==> src/soc_pkg.sv <==
// Address map, bus structs and UART timing shared by the whole subsystem.
// The bit period is fixed at elaboration, so baud rate changes need a rebuild.

package soc_pkg;

  // --------------------------------------------------------------------
  // Address map
  // --------------------------------------------------------------------

  localparam int num_devices = 2;
  localparam int dev_ram     = 0;
  localparam int dev_uart    = 1;

  localparam logic [31:0] ram_base  = 32'h0000_0000;
  localparam logic [31:0] ram_size  = 32'd1024;
  localparam logic [31:0] uart_base = 32'h8000_0000;
  localparam logic [31:0] uart_size = 32'd8;

  // Clocks per serial bit, kept short for simulation
  localparam int cycles_per_bit = 8;

  // --------------------------------------------------------------------
  // Bus payloads
  // --------------------------------------------------------------------

  // Request pulses last one cycle, other fields valid alongside
  typedef struct packed {
    logic [31:0] rw_address;
    logic [31:0] write_data;
    logic [3:0]  write_strobe;
    logic        read_request;
    logic        write_request;
  } bus_req_t;

  // read_data is valid with read_response
  typedef struct packed {
    logic [31:0] read_data;
    logic        read_response;
    logic        write_response;
  } bus_rsp_t;

endpackage

==> src/system_bus.sv <==
// One outstanding request at a time; the manager waits for each response.
// Unmapped addresses answer after one cycle with zero read data, writes dropped.

`timescale 1ns/100ps

module system_bus
  import soc_pkg::*;
(
  input  logic     clock,
  input  logic     reset,
  input  bus_req_t manager_req,
  output bus_rsp_t manager_rsp,
  output bus_req_t device_req [num_devices],
  input  bus_rsp_t device_rsp [num_devices]
);

  logic [num_devices-1:0]         hit;
  logic [num_devices-1:0]         dev_pulse;
  logic [$clog2(num_devices)-1:0] hit_index;
  logic [$clog2(num_devices)-1:0] sel_q;
  logic                           mapped;
  logic                           req_any;
  logic                           unmapped_q;
  logic                           unmapped_rd_q;
  logic                           unmapped_wr_q;

  // --------------------------------------------------------------------
  // Address decode
  // --------------------------------------------------------------------

  // Offset compare keeps the base <= addr < base + size check in 32 bits
  assign hit[dev_ram]  = (manager_req.rw_address - ram_base) < ram_size;
  assign hit[dev_uart] = (manager_req.rw_address - uart_base) < uart_size;

  assign mapped  = |hit;
  assign req_any = manager_req.read_request | manager_req.write_request;

  always_comb begin
    hit_index = '0;
    for (int i = 0; i < num_devices; i++) begin
      if (hit[i]) begin
        hit_index = i[$clog2(num_devices)-1:0];
      end
    end
  end

  // Address and data fan out to all devices, pulses only to the hit one
  always_comb begin
    for (int i = 0; i < num_devices; i++) begin
      device_req[i]               = manager_req;
      device_req[i].read_request  = manager_req.read_request & hit[i];
      device_req[i].write_request = manager_req.write_request & hit[i];
      dev_pulse[i]                = device_req[i].read_request |
                                    device_req[i].write_request;
    end
  end

  // --------------------------------------------------------------------
  // Response steering
  // --------------------------------------------------------------------

  always_ff @(posedge clock) begin
    if (reset) begin
      sel_q         <= '0;
      unmapped_q    <= 1'b0;
      unmapped_rd_q <= 1'b0;
      unmapped_wr_q <= 1'b0;
    end else begin
      unmapped_rd_q <= manager_req.read_request & ~mapped;
      unmapped_wr_q <= manager_req.write_request & ~mapped;
      // Select holds until the next request, covering slow UART writes
      if (req_any) begin
        sel_q      <= hit_index;
        unmapped_q <= ~mapped;
      end
    end
  end

  always_comb begin
    if (unmapped_q) begin
      manager_rsp.read_data      = '0;
      manager_rsp.read_response  = unmapped_rd_q;
      manager_rsp.write_response = unmapped_wr_q;
    end else begin
      manager_rsp = device_rsp[sel_q];
    end
  end

  // --------------------------------------------------------------------
  // Checks
  // --------------------------------------------------------------------

  // At most one device sees a request in any cycle
  assert property (@(posedge clock) disable iff (reset)
    $onehot0(dev_pulse));

  // Manager must not read and write at once
  assert property (@(posedge clock) disable iff (reset)
    !(manager_req.read_request && manager_req.write_request));

endmodule

==> config.mk <==
export PLATFORM = sky130hd
export DESIGN_NAME = system_bus
export DESIGN_NICKNAME = d
export VERILOG_FILES = /design/src/soc_pkg.sv /design/src/system_bus.sv
export SDC_FILE = /design/constraint.sdc
export NUM_CORES = 1
export LEC_CHECK = 0
export BUFFER_PORTS_ARGS = -buffer_cell sky130_fd_sc_hd__buf_2
export CAP_MARGIN = 25
export CORE_AREA = 3 3 121 123
export DETAILED_ROUTE_END_ITERATION = 10
export DIE_AREA = 0 0 124 126
export MAX_ROUTING_LAYER = met4
export PLACE_DENSITY = 0.5
export SKIP_LAST_GASP = 1
export SYNTH_ARGS = -nofsm -noshare
export SYNTH_HDL_FRONTEND = slang
export SYNTH_SLANG_ARGS = --single-unit
==> constraint.sdc <==
create_clock -name clock -period 2.35 [get_ports clock]
set_input_delay 0.235 -clock clock [delete_from_list [all_inputs] [get_ports clock]]
set_output_delay 0.235 -clock clock [all_outputs]
set_load 0.05 [all_outputs]
## Word level (Yosys, flattened, before mapping)

Index checks and enable logic that the tools add are counted.

| storage, ports and cells | value |
|---|---|
| register bits | 4 |
| logic and storage cells | 23 |
| output and inout bits | 174 |
| bits of input ports | 140 |

| cells by class | value |
|---|---|
| reductions and logical operators | 1 |
| bitwise operators | 9 |
| $lt $le $gt $ge | 3 |
| muxes and demuxes | 5 |
| add/sub/neg operators | 1 |

Operators with widths:

| operator | count |
|---|---|
| 2-to-1 mux 34 bit | 4 |
| < comparator 32 x 11 -> 1 bit, second input constant | 1 |
| < comparator 32 x 4 -> 1 bit, second input constant | 1 |
| subtractor 32 bit, second input constant | 1 |
| AND 1 bit | 6 |
| greater-or-equal comparator 2 bit, second input constant | 1 |
| NOT 1 -> 2 bit | 1 |
| OR reduction 2 bit | 1 |
| 2-to-1 mux 1 bit | 1 |
| NOT 1 bit | 1 |
| OR 1 bit | 1 |

## Longest topological paths before layout

| logic depth | value |
|---|---|
| word-level depth | 5 |
| mapped depth | 4 |
| gate-level depth less buffers | 4 |

## Worst setup path after synthesis

No wires, ideal clock.

| path | value |
|---|---|
| path type | input to output |
| start | in manager_req[58] (netlist name) |
| end | out device_req[70] (netlist name) |
| arrival time | 2078 ps |
| stages | 4 |
| data required time | 2115 ps |
| path buffers | 0 |
| path slack | 37 ps |
| cell sequence | nor4_2 > nand4_1 > or2_1 > nor3b_1 |

RTL lines:

| element | line | RTL |
|---|---|---|
| from (decl) | system_bus.sv:11 | `input bus_req_t manager_req,` |
| to (decl) | system_bus.sv:13 | `output bus_req_t device_req [num_devices],` |

==> reports/results.env <==
OUTCOME='finished clean'
WL_MET2_UM=2780
WORST-SETUP-PATH-TYPE='input port to output port'
START_UTIL=0.130
DIEHEIGHT_UM=126
POST_SYNTH_XOR_AREA_FRACTION=0
MAX_SLEW.WORST_PIN.SLEW_NS=0.494
SYNTH_SEQUENTIAL_AREA_RATIO=0.0446
SYNTH_COMPOUND_GATE_AREA_SHARE=0.0188
SETUP.WORST_PATH.START_CLASS='input port'
DRIVE_GT1_FRAC=0.682
TOP_METAL_LAYER_CARRYING_ROUTED_SIGNALS='met4'
FIN_TNS_SETUP_NS=0
GLOBAL_ROUTE.OVERFLOW_TOTAL=0
DETAILEDPLACE.WORSTSLACK_NS=0.403
CTS_BUFFER_DEPTH=2
CTS-HTREE-LEVELS=1
PLACEMENTROWS=43
CELLLEAKAGEPOWER_nW=1.06
DETAIL_ROUTE.VIAS_PER_CELL=3.37
M1WIRELENGTH_UM=1860
CRITPATHARRIVALTIME_NS=1.66
DETAIL_ROUTE.WIRELENGTH_UM=5870
WORST_EP_REQUIRED_TIME_NS=2.12
MAIN_COMBINATIONAL_CELL_FAMILY_BY_AREA_AFTER_SYNTHESIS='buffers and inverters'
SYN_TO_FINAL_GROWTH_PCT=15.4
PLACE_HPWL_UM=5020
FIRST_GLOBAL_VIAS=1452
SYNTH_AREA_PER_CELL_UM2=7.32
MAX-VDD-IR-DROP_V=0.000104
CLOCK_TREE_FROM_TRITONCTS='built'
WORST_SLEW_MARGIN_REL=0.670
DIE-AREA_UM2=15600
GLOBAL_ROUTE_WIRE_LENGTH_BEFORE_REPAIR_UM=7460
DRT-INITIAL-DRC-COUNT=22
FINALCRITICALPERIOD_NS=1.90
MAX_CAP_VIOL_COUNT=0
SYNTH_FP_NETS=385
NUMBER_OF_VIAS_IN_THE_ROUTED_LAYOUT=1633
DIE-WIDTH_UM=124
GRT_START_MAX_NET_PINS=27
SYNTH_CELLS=245
INSERTION_DELAY_NS=0.22
DRT.ANTENNA.VIOLATING_NETS=0
CRITICAL_PATH.ENDPOINT_TYPE='output port'
WORST_HOLD_PATH_TYPE='input port to flip-flop'
DESIGN.PORTCOUNT=314
GRT_ANTENNA_BEFORE_REPAIR=0
SYNTH_AREA_UM2=1790
DR.PASS1.ITERS=4
YOSYS.AREA_SHARE.ADDER=0
TRITONCTS.NUM_BUFFERS=3
FIN_SKEW_NS=0
CTS.SINK_COUNT=4
FINALHOLDVIOLATIONS=0
CTS_REPAIR_RESIZE_COUNT=0
POST_CTS.REPAIR.SETUP_BUFFERS=0
FINAL_CRITICAL_PATH_SETUP_SLACK_NS=0.451
WL_MET3_UM=903
PORT_BUFFERS=196
GPL.FINAL_WEIGHTED_CONGESTION=0.697
SYNTH_SEQ_CELLS=4
FP.COREAREA_UM2=13800
DRT_DRC_VIOLATIONS_LEFT=0
PERIOD_SHARE=0.808
CLKTRANSATPATHREGS_NS=0.03
OVERALL_GLOBAL_ROUTING_RESOURCE_USAGE=0.0649
MAX_FREQ_GHz=0.527
NUM_ANTENNA_CELLS=0
HOLD_BUFFERS=0
POWER-PER-CELL-AREA_nW_PER_UM2=440
WL_PER_CELL_UM=12.1
SLEW_VIOLATIONS=0
NETLIST-CELL-TYPE-COUNT=20
LAYOUT.NETS=447
SYNTH_SIMPLE_GATE_AREA_FRAC=0.156
TIMING.CRITICAL_PATH.FANOUT_MAX=4
SETUP_VIOL=0
CTS-ROOT-BUF='clkbuf_16'
MUXSHAREOFSYNTHAREA=0.190
SYNTH.YOSYS.WARNINGS=0
GRT_SETUP_UNREPAIRED='false'
area by class of cell:
| cell class | instances | area (um2) |
|---|---|---|
| Clock buffer | 3 | 75.1 |
| Timing Repair Buffer | 201 | 1030 |
| Multi-Input combinational cell | 96 | 654 |
| Inverter | 1 | 3.75 |
| Fill cell | 1635 | 11700 |
| Tap cell | 180 | 225 |
| Sequential cell | 4 | 81.3 |
sequential cells by signal, indices dropped and copies added, names as in the netlist:
| signal | count |
|---|---|
| unmapped_q | 1 |
| unmapped_wr_q | 1 |
| unmapped_rd_q | 1 |
| sel_q | 1 |
layout by cell type, fill, tap and decap left out, types with 2 or more instances in the layout:
master,count
nand2_1,5
nor4_2,3
dfxtp_1,3
mux2i_1,34
buf_4,4
o21ai_0,2
clkbuf_16,3
nor4_1,2
a211oi_1,2
and2_1,2
nor2_1,35
nor3_1,2
buf_2,196
nor3b_1,4
cell families (layout without fill, tap and decap cells):
kind of cell / Yosys count / after routing
AO/OA/AOI/OAI: 5 / 5
buffers and inverters: 145 / 205
flip-flops: 4 / 4
multiplexers: 34 / 34
AND/OR/NAND/NOR: 57 / 57
layer usage:
| layer | vias up | GRT usage |
|---|---|---|
| met3 | 35 | 0.0171 |
| met2 | 150 | 0.114 |
| met5 | - | - |
| met4 | 0 | 0.0477 |
| li1 | 777 | - |
| met1 | 671 | 0.0590 |
final timing paths:
kind / cells after the start / slack [ns] / from / to
worst max register to register: 4 / 1.08 / sel_q / sel_q
worst min register to register: 3 / 0.71 / unmapped_q / unmapped_q
worst min-delay path: 2 / 0.23 / reset / sel_q
worst max-delay path: 6 / 0.45 / manager_req[62] / device_req[70]
stage by stage:
stage	std cells	hold WS [ns]	power, mW	utilization	cell area [um2]
2_1_floorplan	245	0.307	0.887	-	1790
3_3_place_gp	482	0.459	0.652	0.145	2000
3_5_place_dp	482	0.464	0.652	0.145	2000
4_1_cts	485	0.231	0.921	0.150	2070
5_1_grt	485	0.243	0.952	0.150	2070
6_report	485	0.233	0.911	0.150	2070
critical path, cell delays in order:
cell	delay [ns]
buf_2	0.11
nor4_2	0.28
nand4_1	0.24
or2_1	0.31
nor3b_1	0.20
buf_2	0.29
Yosys cell counts:
cell type,count,area (um2)
nand4_1,1,6.26
and2_1,2,12.5
buf_4,136,1020
dfxtp_1,4,80.1
nor2b_1,1,6.26
or2_1,1,6.26
clkbuf_1,4,15.0
a211oi_1,2,15.0
o21ai_0,2,10.0
nor3_1,2,10.0
nor3b_1,4,30.0
nor4_1,2,12.5
nand2_1,5,18.8
inv_1,1,3.75
mux2i_1,34,340
nor4b_1,1,8.76
nor4_2,3,37.5
o41ai_1,1,8.76
nor2_1,35,131
buf_2,4,20.0
power breakdown:
group / internal, mW / total [mW] / switching [mW]
Combinational: 0.145 / 0.574 / 0.429
Clock: 0.217 / 0.264 / 0.0469
Sequential: 0.0715 / 0.0724 / 0.000968
Total: 0.434 / 0.911 / 0.477
(Power assumes the default switching activity.)
