File: src/soc_pkg.sv
// Address map, bus structs and UART timing shared by the whole subsystem.
// The bit period is fixed at elaboration, so baud rate changes need a rebuild.

package soc_pkg;

  // --------------------------------------------------------------------
  // Address map
  // --------------------------------------------------------------------

  localparam int num_devices = 2;
  localparam int dev_ram     = 0;
  localparam int dev_uart    = 1;

  localparam logic [31:0] ram_base  = 32'h0000_0000;
  localparam logic [31:0] ram_size  = 32'd1024;
  localparam logic [31:0] uart_base = 32'h8000_0000;
  localparam logic [31:0] uart_size = 32'd8;

  // Clocks per serial bit, kept short for simulation
  localparam int cycles_per_bit = 8;

  // --------------------------------------------------------------------
  // Bus payloads
  // --------------------------------------------------------------------

  // Request pulses last one cycle, other fields valid alongside
  typedef struct packed {
    logic [31:0] rw_address;
    logic [31:0] write_data;
    logic [3:0]  write_strobe;
    logic        read_request;
    logic        write_request;
  } bus_req_t;

  // read_data is valid with read_response
  typedef struct packed {
    logic [31:0] read_data;
    logic        read_response;
    logic        write_response;
  } bus_rsp_t;

endpackage

File: src/uart.sv
// 8N1 UART with one data register; any write offset sends a byte.
// Reads at offset 0 return the last received byte, other offsets read 0.

`timescale 1ns/100ps

module uart
  import soc_pkg::*;
(
  input  logic     clock,
  input  logic     reset,
  input  bus_req_t req,
  output bus_rsp_t rsp,
  input  logic     uart_rx,
  output logic     uart_tx,
  output logic     uart_irq
);

  logic [$clog2(cycles_per_bit)-1:0] tx_tick_cnt;
  logic [3:0]                        tx_bit_cnt;
  logic [9:0]                        tx_shift;
  logic                              tx_busy;
  logic                              pending_q;
  logic [7:0]                        pending_data_q;
  logic                              tx_accept;
  logic [7:0]                        tx_byte;

  logic [2:0]                        rx_sync;
  logic [$clog2(cycles_per_bit)-1:0] rx_tick_cnt;
  logic [3:0]                        rx_bit_cnt;
  logic [7:0]                        rx_shift;
  logic [7:0]                        rx_data;
  logic                              rx_busy;
  logic                              rx_mid;
  logic                              read_data_reg;

  logic [31:0]                       read_data_q;
  logic                              read_response_q;
  logic                              write_response_q;

  // --------------------------------------------------------------------
  // Transmitter
  // --------------------------------------------------------------------

  // A write waits here while a frame is still going out
  assign tx_accept = (req.write_request | pending_q) & ~tx_busy;
  assign tx_byte   = pending_q ? pending_data_q : req.write_data[7:0];

  always_ff @(posedge clock) begin
    if (reset) begin
      tx_busy          <= 1'b0;
      tx_shift         <= '1;
      tx_tick_cnt      <= '0;
      tx_bit_cnt       <= '0;
      pending_q        <= 1'b0;
      write_response_q <= 1'b0;
    end else begin
      write_response_q <= tx_accept;
      if (tx_accept) begin
        // Stop bit, data LSB first, start bit
        tx_shift    <= {1'b1, tx_byte, 1'b0};
        tx_busy     <= 1'b1;
        tx_tick_cnt <= '0;
        tx_bit_cnt  <= '0;
        pending_q   <= 1'b0;
      end else begin
        if (req.write_request) begin
          pending_q <= 1'b1;
        end
        if (tx_busy) begin
          if (tx_tick_cnt == cycles_per_bit - 1) begin
            tx_tick_cnt <= '0;
            tx_shift    <= {1'b1, tx_shift[9:1]};
            tx_bit_cnt  <= tx_bit_cnt + 4'd1;
            if (tx_bit_cnt == 4'd9) begin
              tx_busy <= 1'b0;
            end
          end else begin
            tx_tick_cnt <= tx_tick_cnt + 1'b1;
          end
        end
      end
    end
  end

  always_ff @(posedge clock) begin
    if (req.write_request & ~tx_accept) begin
      pending_data_q <= req.write_data[7:0];
    end
  end

  // Shifter refills with ones, so the line idles high
  assign uart_tx = tx_shift[0];

  // --------------------------------------------------------------------
  // Receiver
  // --------------------------------------------------------------------

  assign rx_mid = rx_busy && (rx_tick_cnt == cycles_per_bit/2 - 1);

  always_ff @(posedge clock) begin
    if (reset) begin
      rx_sync     <= '1;
      rx_busy     <= 1'b0;
      rx_tick_cnt <= '0;
      rx_bit_cnt  <= '0;
      uart_irq    <= 1'b0;
    end else begin
      rx_sync <= {rx_sync[1:0], uart_rx};
      // Clear on data register read, new byte wins
      if (req.read_request && read_data_reg) begin
        uart_irq <= 1'b0;
      end
      if (!rx_busy) begin
        if (rx_sync[2] && !rx_sync[1]) begin
          rx_busy     <= 1'b1;
          rx_tick_cnt <= '0;
          rx_bit_cnt  <= '0;
        end
      end else begin
        if (rx_tick_cnt == cycles_per_bit - 1) begin
          rx_tick_cnt <= '0;
        end else begin
          rx_tick_cnt <= rx_tick_cnt + 1'b1;
        end
        if (rx_mid) begin
          rx_bit_cnt <= rx_bit_cnt + 4'd1;
          // False start, line back high at mid start bit
          if (rx_bit_cnt == 4'd0 && rx_sync[1]) begin
            rx_busy <= 1'b0;
          end
          if (rx_bit_cnt == 4'd9) begin
            rx_busy <= 1'b0;
            if (rx_sync[1]) begin
              uart_irq <= 1'b1;
            end
          end
        end
      end
    end
  end

  // Data bits shift in from the top
  always_ff @(posedge clock) begin
    if (rx_mid && rx_bit_cnt >= 4'd1 && rx_bit_cnt <= 4'd8) begin
      rx_shift <= {rx_sync[1], rx_shift[7:1]};
    end
    if (rx_mid && rx_bit_cnt == 4'd9 && rx_sync[1]) begin
      rx_data <= rx_shift;
    end
  end

  // --------------------------------------------------------------------
  // Register read
  // --------------------------------------------------------------------

  assign read_data_reg = (req.rw_address[2:0] == 3'd0);

  always_ff @(posedge clock) begin
    if (req.read_request) begin
      read_data_q <= read_data_reg ? {24'd0, rx_data} : 32'd0;
    end
  end

  always_ff @(posedge clock) begin
    if (reset) begin
      read_response_q <= 1'b0;
    end else begin
      read_response_q <= req.read_request;
    end
  end

  assign rsp.read_data      = read_data_q;
  assign rsp.read_response  = read_response_q;
  assign rsp.write_response = write_response_q;

  // Line must idle high between frames
  assert property (@(posedge clock) disable iff (reset)
    !tx_busy |-> uart_tx);

endmodule
File: config.mk
export PLATFORM = sky130hd
export DESIGN_NAME = uart
export DESIGN_NICKNAME = d
export VERILOG_FILES = /design/src/soc_pkg.sv /design/src/uart.sv
export SDC_FILE = /design/constraint.sdc
export NUM_CORES = 1
export LEC_CHECK = 0
export BUFFER_PORTS_ARGS = -buffer_cell sky130_fd_sc_hd__buf_2
export CAP_MARGIN = 25
export CORE_UTILIZATION = 52
export CTS_CLUSTER_DIAMETER = 100
export DETAILED_ROUTE_END_ITERATION = 16
export PLACE_DENSITY = 0.85
export SETUP_SLACK_MARGIN = 0.05
export SLEW_MARGIN = 20
export SYNTH_ARGS = -nofsm -noshare
export SYNTH_HDL_FRONTEND = slang
export SYNTH_SLANG_ARGS = --single-unit
File: constraint.sdc
create_clock -name clock -period 3.15 [get_ports clock]
set_input_delay 0.7875 -clock clock [delete_from_list [all_inputs] [get_ports clock]]
set_output_delay 0.7875 -clock clock [all_outputs]
set_load 0.05 [all_outputs]
[Yosys cells after proc, flatten, opt, wreduce, memory -nomap -nowiden]
Cells that the tools add are included.
Word-level totals
  bits in registers: 88
  latch bits: 0
  RAM bits: 0
  memory bits (read-only): 0
  bits of input ports: 73
  output and inout bits: 36
  memories: 0
Operators by class
  add/subtract/negate cells: 4
  $mul: 0
  divide/modulo/power cells: 0
  $lt $le $gt $ge: 2
  eq/ne operators: 6
  shift-type cells: 0
  multiplexer cells: 25
  bitwise operators: 5
  reductions and logical operators: 18
Operators with widths (count)
  $mux 9: 3
  $mux 1: 14
  $mux 3: 4
  $mux 4: 3
  $add 4x1->4 const B: 2
  $eq 4x4->1 const B: 2
  $logic_and 1x1->1: 8
  $mux 8: 1
  $add 3x1->3 const B: 2
  $eq 3x3->1 const B: 2
  $reduce_and 2->1: 3
  $reduce_bool 2->1: 3
  $ge 4x1->1 const B: 1
  $le 4x4->1 const B: 1
  $logic_not 4->1: 1
  $eq 3x2->1 const B: 1
  $logic_not 3->1: 1
  $and 1x1->1: 2
  $ne 2x1->1 const B: 1
  $not 1->1: 2
  $reduce_or 2->1: 1
  $logic_not 1->1: 1
  $or 1x1->1: 1

[Depth between registers and ports, before layout]
Gate-level depths: netlist of the first run.
  depth after elaboration: 7
  depth in mapped cells: 7

[Worst setup path before layout of the first run]
OpenSTA, ideal clock, no wires.
  kind: register -> register
  start: reg rx_tick_cnt[0]
  end: reg rx_shift[0], enable pin
  library setup time: 386 ps
  arrival: 1516 ps
  data required time: 2764 ps
  setup slack: 1247 ps
  cell stages (with the launch flop): 5
  period minus slack after synthesis: 1903 ps
  cells stage by stage: dfxtp_1 -> ha_1 -> ha_1 -> nand2_2 -> a211oi_1
On the way
  word-level cells in the longest chain between the ends: 4
RTL lines
  from (decl): line uart.sv:28  | logic [$clog2(cycles_per_bit)-1:0] rx_tick_cnt;
  from (signal assigned): line uart.sv:123  | rx_tick_cnt <= rx_tick_cnt + 1'b1;
  $eq 3x2->1: line uart.sv:98  | assign rx_mid = rx_busy && (rx_tick_cnt == cycles_per_bit/2 - 1);
  $logic_and 1x1->1: line uart.sv:98
  $logic_and 1x1->1 (2 in series): line uart.sv:144  | if (rx_mid && rx_bit_cnt >= 4'd1 && rx_bit_cnt <= 4'd8) begin
  to (signal assigned): line uart.sv:145  | rx_shift <= {rx_sync[1], rx_shift[7:1]};
  to (decl): line uart.sv:30  | logic [7:0] rx_shift;
Every way passes these cells.
A chain may end at the register's enable or synchronous reset.

[Final worst setup path of the first run]
  start: reg rx_tick_cnt[0]
  end: reg rx_data[4], enable pin
On the way
  word-level cells in the longest chain between the ends: 4
RTL lines
  $eq 3x2->1: line uart.sv:98
  $logic_and 1x1->1: line uart.sv:98
  $logic_and 1x1->1 (2 in series): line uart.sv:147  | if (rx_mid && rx_bit_cnt == 4'd9 && rx_sync[1]) begin
  to (signal assigned): line uart.sv:148  | rx_data <= rx_shift;
  to (decl): line uart.sv:31  | logic [7:0] rx_data;
Every way passes these cells.

==> qor.txt, run 1 <==
Diode count = 0
Worst-path clk slew = 0.07 ns
Place WS = 0.991 ns
Post_cts resized = 0
Post-layout util = 61.2%
I/O pins = 109
Worst Path Required = 3.18 ns
Worst skew pair latency = 0.33 ns
GR Util All Layers = 16.6%
First DRT Iteration DRCs = 73
Sequential fraction of the synthesis area = 58.8%
TritonCTS Sinks = 64
Post-DR vias/cell = 5.02
H-tree levels = 3
Layout cells sized above 1 = 22.8%
Post-route ant nets = 0
Vias in the first global route = 1,631
Cell area after synthesis = 2720 µm²
Power per Cell Area = 591 nW/µm²
Initial antenna violation count = 0
Slew Limit Fails = 0
Post-synthesis average cell area = 12.0 µm²
Worst-path fanout max = 7
Layout Nets = 341
DR WL/cell = 12.2 µm
Placed cell count = 313
Critical Path Source Type = flop
Non-filler instance count after layout = 330
Arr. time, crit path = 1.96 ns
Num CTS Buffers = 9
Most frequent cells in the layout = 32 x edfxtp_1, 32 x dfxtp_1, 28 x buf_2
R2R depth = 5
Max Cap Viol = 0
Starting Density = 55.8%
Largest cells by area after synthesis = edfxtp_1 35%, dfxtp_1 24%, buf_4 7.4%
# fillers = 384
# hold bufs at CTS = 0
Drt drc = 0
Worst setup slack after layout = 1.22 ns
Status = finished clean
Core area = 4880 µm²
Post-synthesis async set-or-reset flop share = 0%
Hold Path Depth = 1
Top_reg_cell synth = edfxtp_1
Buffers on Ports = 27
DRT Pass-1 Iters = 4
Post-synth top area share = 35.3%
Yosys Warn Count = 0
Hpwl dp = 2780 µm
Worst hold path type = reg2reg
Row count = 25
Final hold vios = 0
Number of enable flip-flop cells after synthesis = 32
Gpl congestion = 0.756
CTS tree = built
Pleak = 1.19 nW
Post-CTS setup buffers = 0
Worst setup EP type = flop
Synth cell types = 46
First-pass GRT wire length = 6690 µm
Gr ovfl total = 0
Maximum vdd ir drop = 0.355 mV
Vias = 1,655
Setup TNS = 0 ns
RSZ-0062 raised after global routing = no
Area growth syn-to-layout = 9.55%
Cells after Synth = 227
Max Root-Sink Buffers = 2
Final worst path period share = 61.2%
Die Span X = 74.4 µm
Cell taking the most area after synthesis = edfxtp_1
Fmax = 0.519 GHz
Full die area = 5530 µm²
Worst Skew = 0.00979 ns
Number of synthesized register bits = 64
Root buffer cell = clkbuf_8
Largest net degree at the start of global routing = 21
Routed WL = 4030 µm
Final setup violating endpoints = 0
Final Critical Period = 1.93 ns
CP Class = reg2reg
Die Height = 74.4 µm
-- flip-flops by register name (all words and copies together), names as in the netlist --
name and flops:
rx_bit_cnt 4, tx_tick_cnt 3, rx_busy 1, uart_irq 1, tx_busy 1, tx_bit_cnt 4
pending_data_q 8, read_response_q 1, rx_sync 3, rx_data 8, tx_shift 9, pending_q 1
rx_tick_cnt 3, read_data_q 8, rx_shift 8, write_response_q 1
-- area by class of cell --
class / instances / area [µm²] / share of cell area [%]
clock inverters: 5 / 31.3 / 1.05
multi-input cells: 147 / 942 / 31.6
inverters: 7 / 26.3 / 0.881
clock buffers: 11 / 151 / 5.07
repair buffers: 29 / 148 / 4.95
well taps: 67 / 83.8 / 2.81
flip-flops and latches: 64 / 1600 / 53.7
-- worst max-delay path: stages (launching register included) --
cell     delay (ns)
dfxtp_1        0.37
ha_1           0.20
ha_1           0.28
nand2_2        0.12
nor4_2         0.39
buf_2          0.27
-- worst paths after layout --
check / start / to / slack, ns
worst max-delay path: rx_tick_cnt[0]$_SDFFE_PP0P_ / rx_data[4]$_DFFE_PP_ / 1.22
worst min-delay path: rx_sync[0]$_SDFF_PP1_ / rx_sync[1]$_SDFF_PP1_ / 0.42
worst max register to register: rx_tick_cnt[0]$_SDFFE_PP0P_ / rx_data[4]$_DFFE_PP_ / 1.22
worst min register to register: rx_sync[0]$_SDFF_PP1_ / rx_sync[1]$_SDFF_PP1_ / 0.42
-- synth_stat cells, drive strengths merged (3+ instances only) --
| cell type | number |
|---|---|
| buf | 32 |
| dfxtp | 32 |
| edfxtp | 32 |
| nor2 | 17 |
| nand2 | 15 |
| and2 | 10 |
| ha | 10 |
| a22oi | 8 |
| a21o | 7 |
| inv | 7 |
| o22ai | 7 |
| a21oi | 6 |
| a211oi | 4 |
| nand2b | 4 |
| mux2i | 3 |
| nor2b | 3 |
| nor3 | 3 |
| or2 | 3 |
-- metrics by stage --
step	power, mW	area (µm²)	hold slack (ns)
after floorplan	1.14	2810	0.389
after global placement	1.14	2800	0.396
after detailed placement	1.15	2800	0.405
after CTS	1.77	2980	0.421
after global routing	1.82	2980	0.430
final	1.76	2980	0.416
-- report_power, final --
part | switching, mW | internal (mW)
clock | 0.307 | 0.324
sequential | 0.0257 | 0.908
combinational | 0.148 | 0.0514
-- cell families (layout without fill, tap and decap cells) --
kind of cell / after synthesis / count (layout) / share of synthesized area (%)
AOI/OAI and AO/OA: 43 / 43 / 11.7
xor gates and xnor gates: 3 / 3 / 0.965
adders and majority gates: 10 / 10 / 4.59
buffers and inverters: 39 / 52 / 9.78
DFF: 64 / 64 / 58.8
muxes: 4 / 4 / 1.52
other: 1 / 24 / 0.138
and+or+nand+nor: 63 / 63 / 12.5
-- per-layer routing --
layer	global-route usage, %	routed length [µm]	up-vias
li1	-	-	816
met1	17.8	1800	761
met3	4.34	191	14
met4	13.6	144	0
met5	0	0	-
met2	27.4	1890	64
Note: power is estimated with default switching activity, not from simulation.
==> run 2, diff against run 1 <==
Settings changed: CORE_UTILIZATION 52 to 48, PLACE_DENSITY 0.85 to 0.79.
Clock period 3.15 ns to 1.9 ns, I/O delays scaled along.
==> run 2 against run 1 <==
Power up 75%. First-iteration DRC count up 25%. Fmax grew 12%. Non-clock buffer count is the same. Critical path depth is the same. Count of clock-buffer cells in the layout down 2. Register-to-register slack worse by 1.0 ns. Clock skew is 0.0039 ns lower. Largest cell class unchanged. Highest routed layer unchanged.
==> qor.txt, run 2 (synthesis gave the netlist of run 1 again) <==
Area growth syn-to-layout = 11.1%
Reg with most FFs = tx_shift
Max Cap Viol = 0 (unchanged)
Buffers on Ports = 27 (unchanged)
Hpwl dp = 2820 µm (+1.4%)
Post-route ant nets = 0 (unchanged)
Initial antenna violation count = 0 (unchanged)
Reg2Reg Setup Slack = 0.18 ns (-1.04 ns)
RSZ-0062 raised after global routing = no
Area after DPL = 2820 µm² (+0.67%)
Post-DR vias/cell = 4.91 (-2.1%)
Final Critical Period = 1.72 ns (-0.206 ns)
Worst hold path type = in2reg
Final setup violating endpoints = 0 (unchanged)
Max Root-Sink Buffers = 2 (unchanged)
Setup TNS = 0 ns (unchanged)
Hold Path Depth = 1 (unchanged)
Place WS = 0.173 ns (-0.818 ns)
Post_cts resized = 0 (unchanged)
First DRT Iteration DRCs = 91 (+25%)
Layout cells sized above 1 = 23.2% (+0.38 points)
Gpl congestion = 0.775 (+2.6%)
# hold bufs at CTS = 0 (unchanged)
CTS tree = built
Post-route design area = 3030 µm² (+1.4%)
Maximum vdd ir drop = 0.471 mV (+33%)
Non-filler instance count after layout = 335 (+1.5%)
Worst setup EP type = flop
Core area = 5470 µm² (+12%)
DRT Pass-1 Iters = 4 (unchanged)
Worst-path fanout max = 9 (+2)
Worst Path Required = 1.94 ns (-1.24 ns)
Combinational share of power = 10.6% (-0.7 points)
Status = finished clean
Top Metal Used = met4
WHS = 0.329 ns (-0.0872 ns)
Min-delay src = req[7]
Drt drc = 0 (unchanged)
Final worst path period share = 90.7% (+29 points)
Slew Limit Fails = 0 (unchanged)
Vias in the first global route = 1,528 (-6.3%)
Sw power = 0.776 mW (+61%)
Diode count = 0 (unchanged)
Die Span X = 77.3 µm (+4.0%)
Setup crit start = rx_tick_cnt[0]$_SDFFE_PP0P_
Fmax = 0.580 GHz (+12%)
Worst-path clk slew = 0.07 ns (about the same)
Worst Skew = 0.00588 ns (-0.00391 ns)
DR WL/cell = 12.1 µm (-1.1%)
Layout Nets = 341 (unchanged)
H-tree levels = 3 (unchanged)
Gr ovfl total = 0 (unchanged)
Vias = 1,645 (-0.60%)
GR Util All Layers = 14.8% (-1.8 points)
Arr. time, crit path = 1.76 ns (-0.20 ns)
Largest net degree at the start of global routing = 21 (unchanged)
Die Height = 77.3 µm (+4.0%)
WL met1 = 1900 µm (+5.7%)
I/O pins = 109 (unchanged)
Starting Density = 49.8% (-6.0 points)
Power per Cell Area = 1020 nW/µm² (+73%)
TritonCTS Sinks = 64 (unchanged)
R2R depth = 5 (unchanged)
Worst setup slack after layout = 0.177 ns (-1.04 ns)
Routed wl met2 = 1860 µm (-2.0%)
Full die area = 5980 µm² (+8.1%)
Critical Path Source Type = flop
Clock share of power = 39.3% (+3.5 points)
Routed WL = 4040 µm (+0.37%)
Largest register FFs = 9 (unchanged)
Met3 WL = 189 µm (-1.0%)
Worst relative slew slack = 62.9%
Final hold vios = 0 (unchanged)
Placed cell count = 319 (+1.9%)
Row count = 27 (+8.0%)
Num CTS Buffers = 9 (unchanged)
Post-CTS setup buffers = 0 (unchanged)
Pleak = 1.21 nW (+1.8%)
Root buffer cell = clkbuf_8
Worst-margin pin slew = 0.556 ns
Worst skew pair latency = 0.33 ns (about the same)
Internal power = 2.32 mW (+81%)
CP Class = reg2reg
Fraction of power consumed by sequential logic = 50.1% (-2.8 points)
# fillers = 475 (+24%)
First-pass GRT wire length = 6740 µm (+0.72%)
Switching Share = 25.1% (-2.2 points)
FF-to-FF Start = rx_tick_cnt[0]$_SDFFE_PP0P_
Most frequent cells in the layout = 32 x edfxtp_1, 32 x dfxtp_1, 27 x buf_2
-- run 2: cell count changes in the layout (fill, tap and decap cells not counted), moves of 2 or more --
cell	delta
clkbuf_8	-2
bufinv_16	+2
clkinv_2	+2
clkinvlp_4	-2
-- run 2: cell type report --
type | instances | area (µm²) | share of cell area, %
Sequential cell | 64 | 1600 | 52.9
Clock buffer | 9 | 124 | 4.09
Clock inverter | 7 | 86.3 | 2.85
Tap cell | 72 | 90.1 | 2.98
Timing Repair Buffer | 29 | 150 | 4.96
Inverter | 7 | 26.3 | 0.868
Multi-Input combinational cell | 147 | 947 | 31.3
-- run 2: worst max-delay path, cell delays in order (launching register included) --
cell and delay [ns]:
dfxtp_1 0.36, ha_1 0.19, ha_1 0.27, nand2_2 0.13, nor4_2 0.26, buf_4 0.22
-- run 2: path summary, 6_finish.rpt --
| kind | endpoint |
|---|---|
| worst max-delay path | rx_data[6]$_DFFE_PP_ |
| worst min-delay path | pending_data_q[1]$_DFFE_PP_ |
| worst max register to register | rx_data[6]$_DFFE_PP_ |
| worst min register to register | rx_sync[1]$_SDFF_PP1_ |
-- run 2: metal layers --
metal  GRT usage [%]  up-vias
met1            18.2      768
met4            9.62        0
met5               0        -
met3            4.00       10
met2            22.9       48
li1                -      819
-- run 2: power groups by stage --
stage | logic, mW | clock network (mW) | registers [mW]
finish | 0.328 | 1.22 | 1.55
global route | 0.351 | 1.29 | 1.55
CTS | 0.330 | 1.24 | 1.55
detailed placement | 0.329 | 0 | 1.58
global placement | 0.323 | 0 | 1.57
floorplan | 0.296 | 0 | 1.59
-- run 2: per-stage QoR --
stage	utilization (%)	total power, mW
2_1_floorplan	-	1.89
3_3_place_gp	51.4	1.90
3_5_place_dp	51.4	1.91
4_1_cts	55.3	3.12
5_1_grt	55.3	3.20
6_report	55.3	3.09
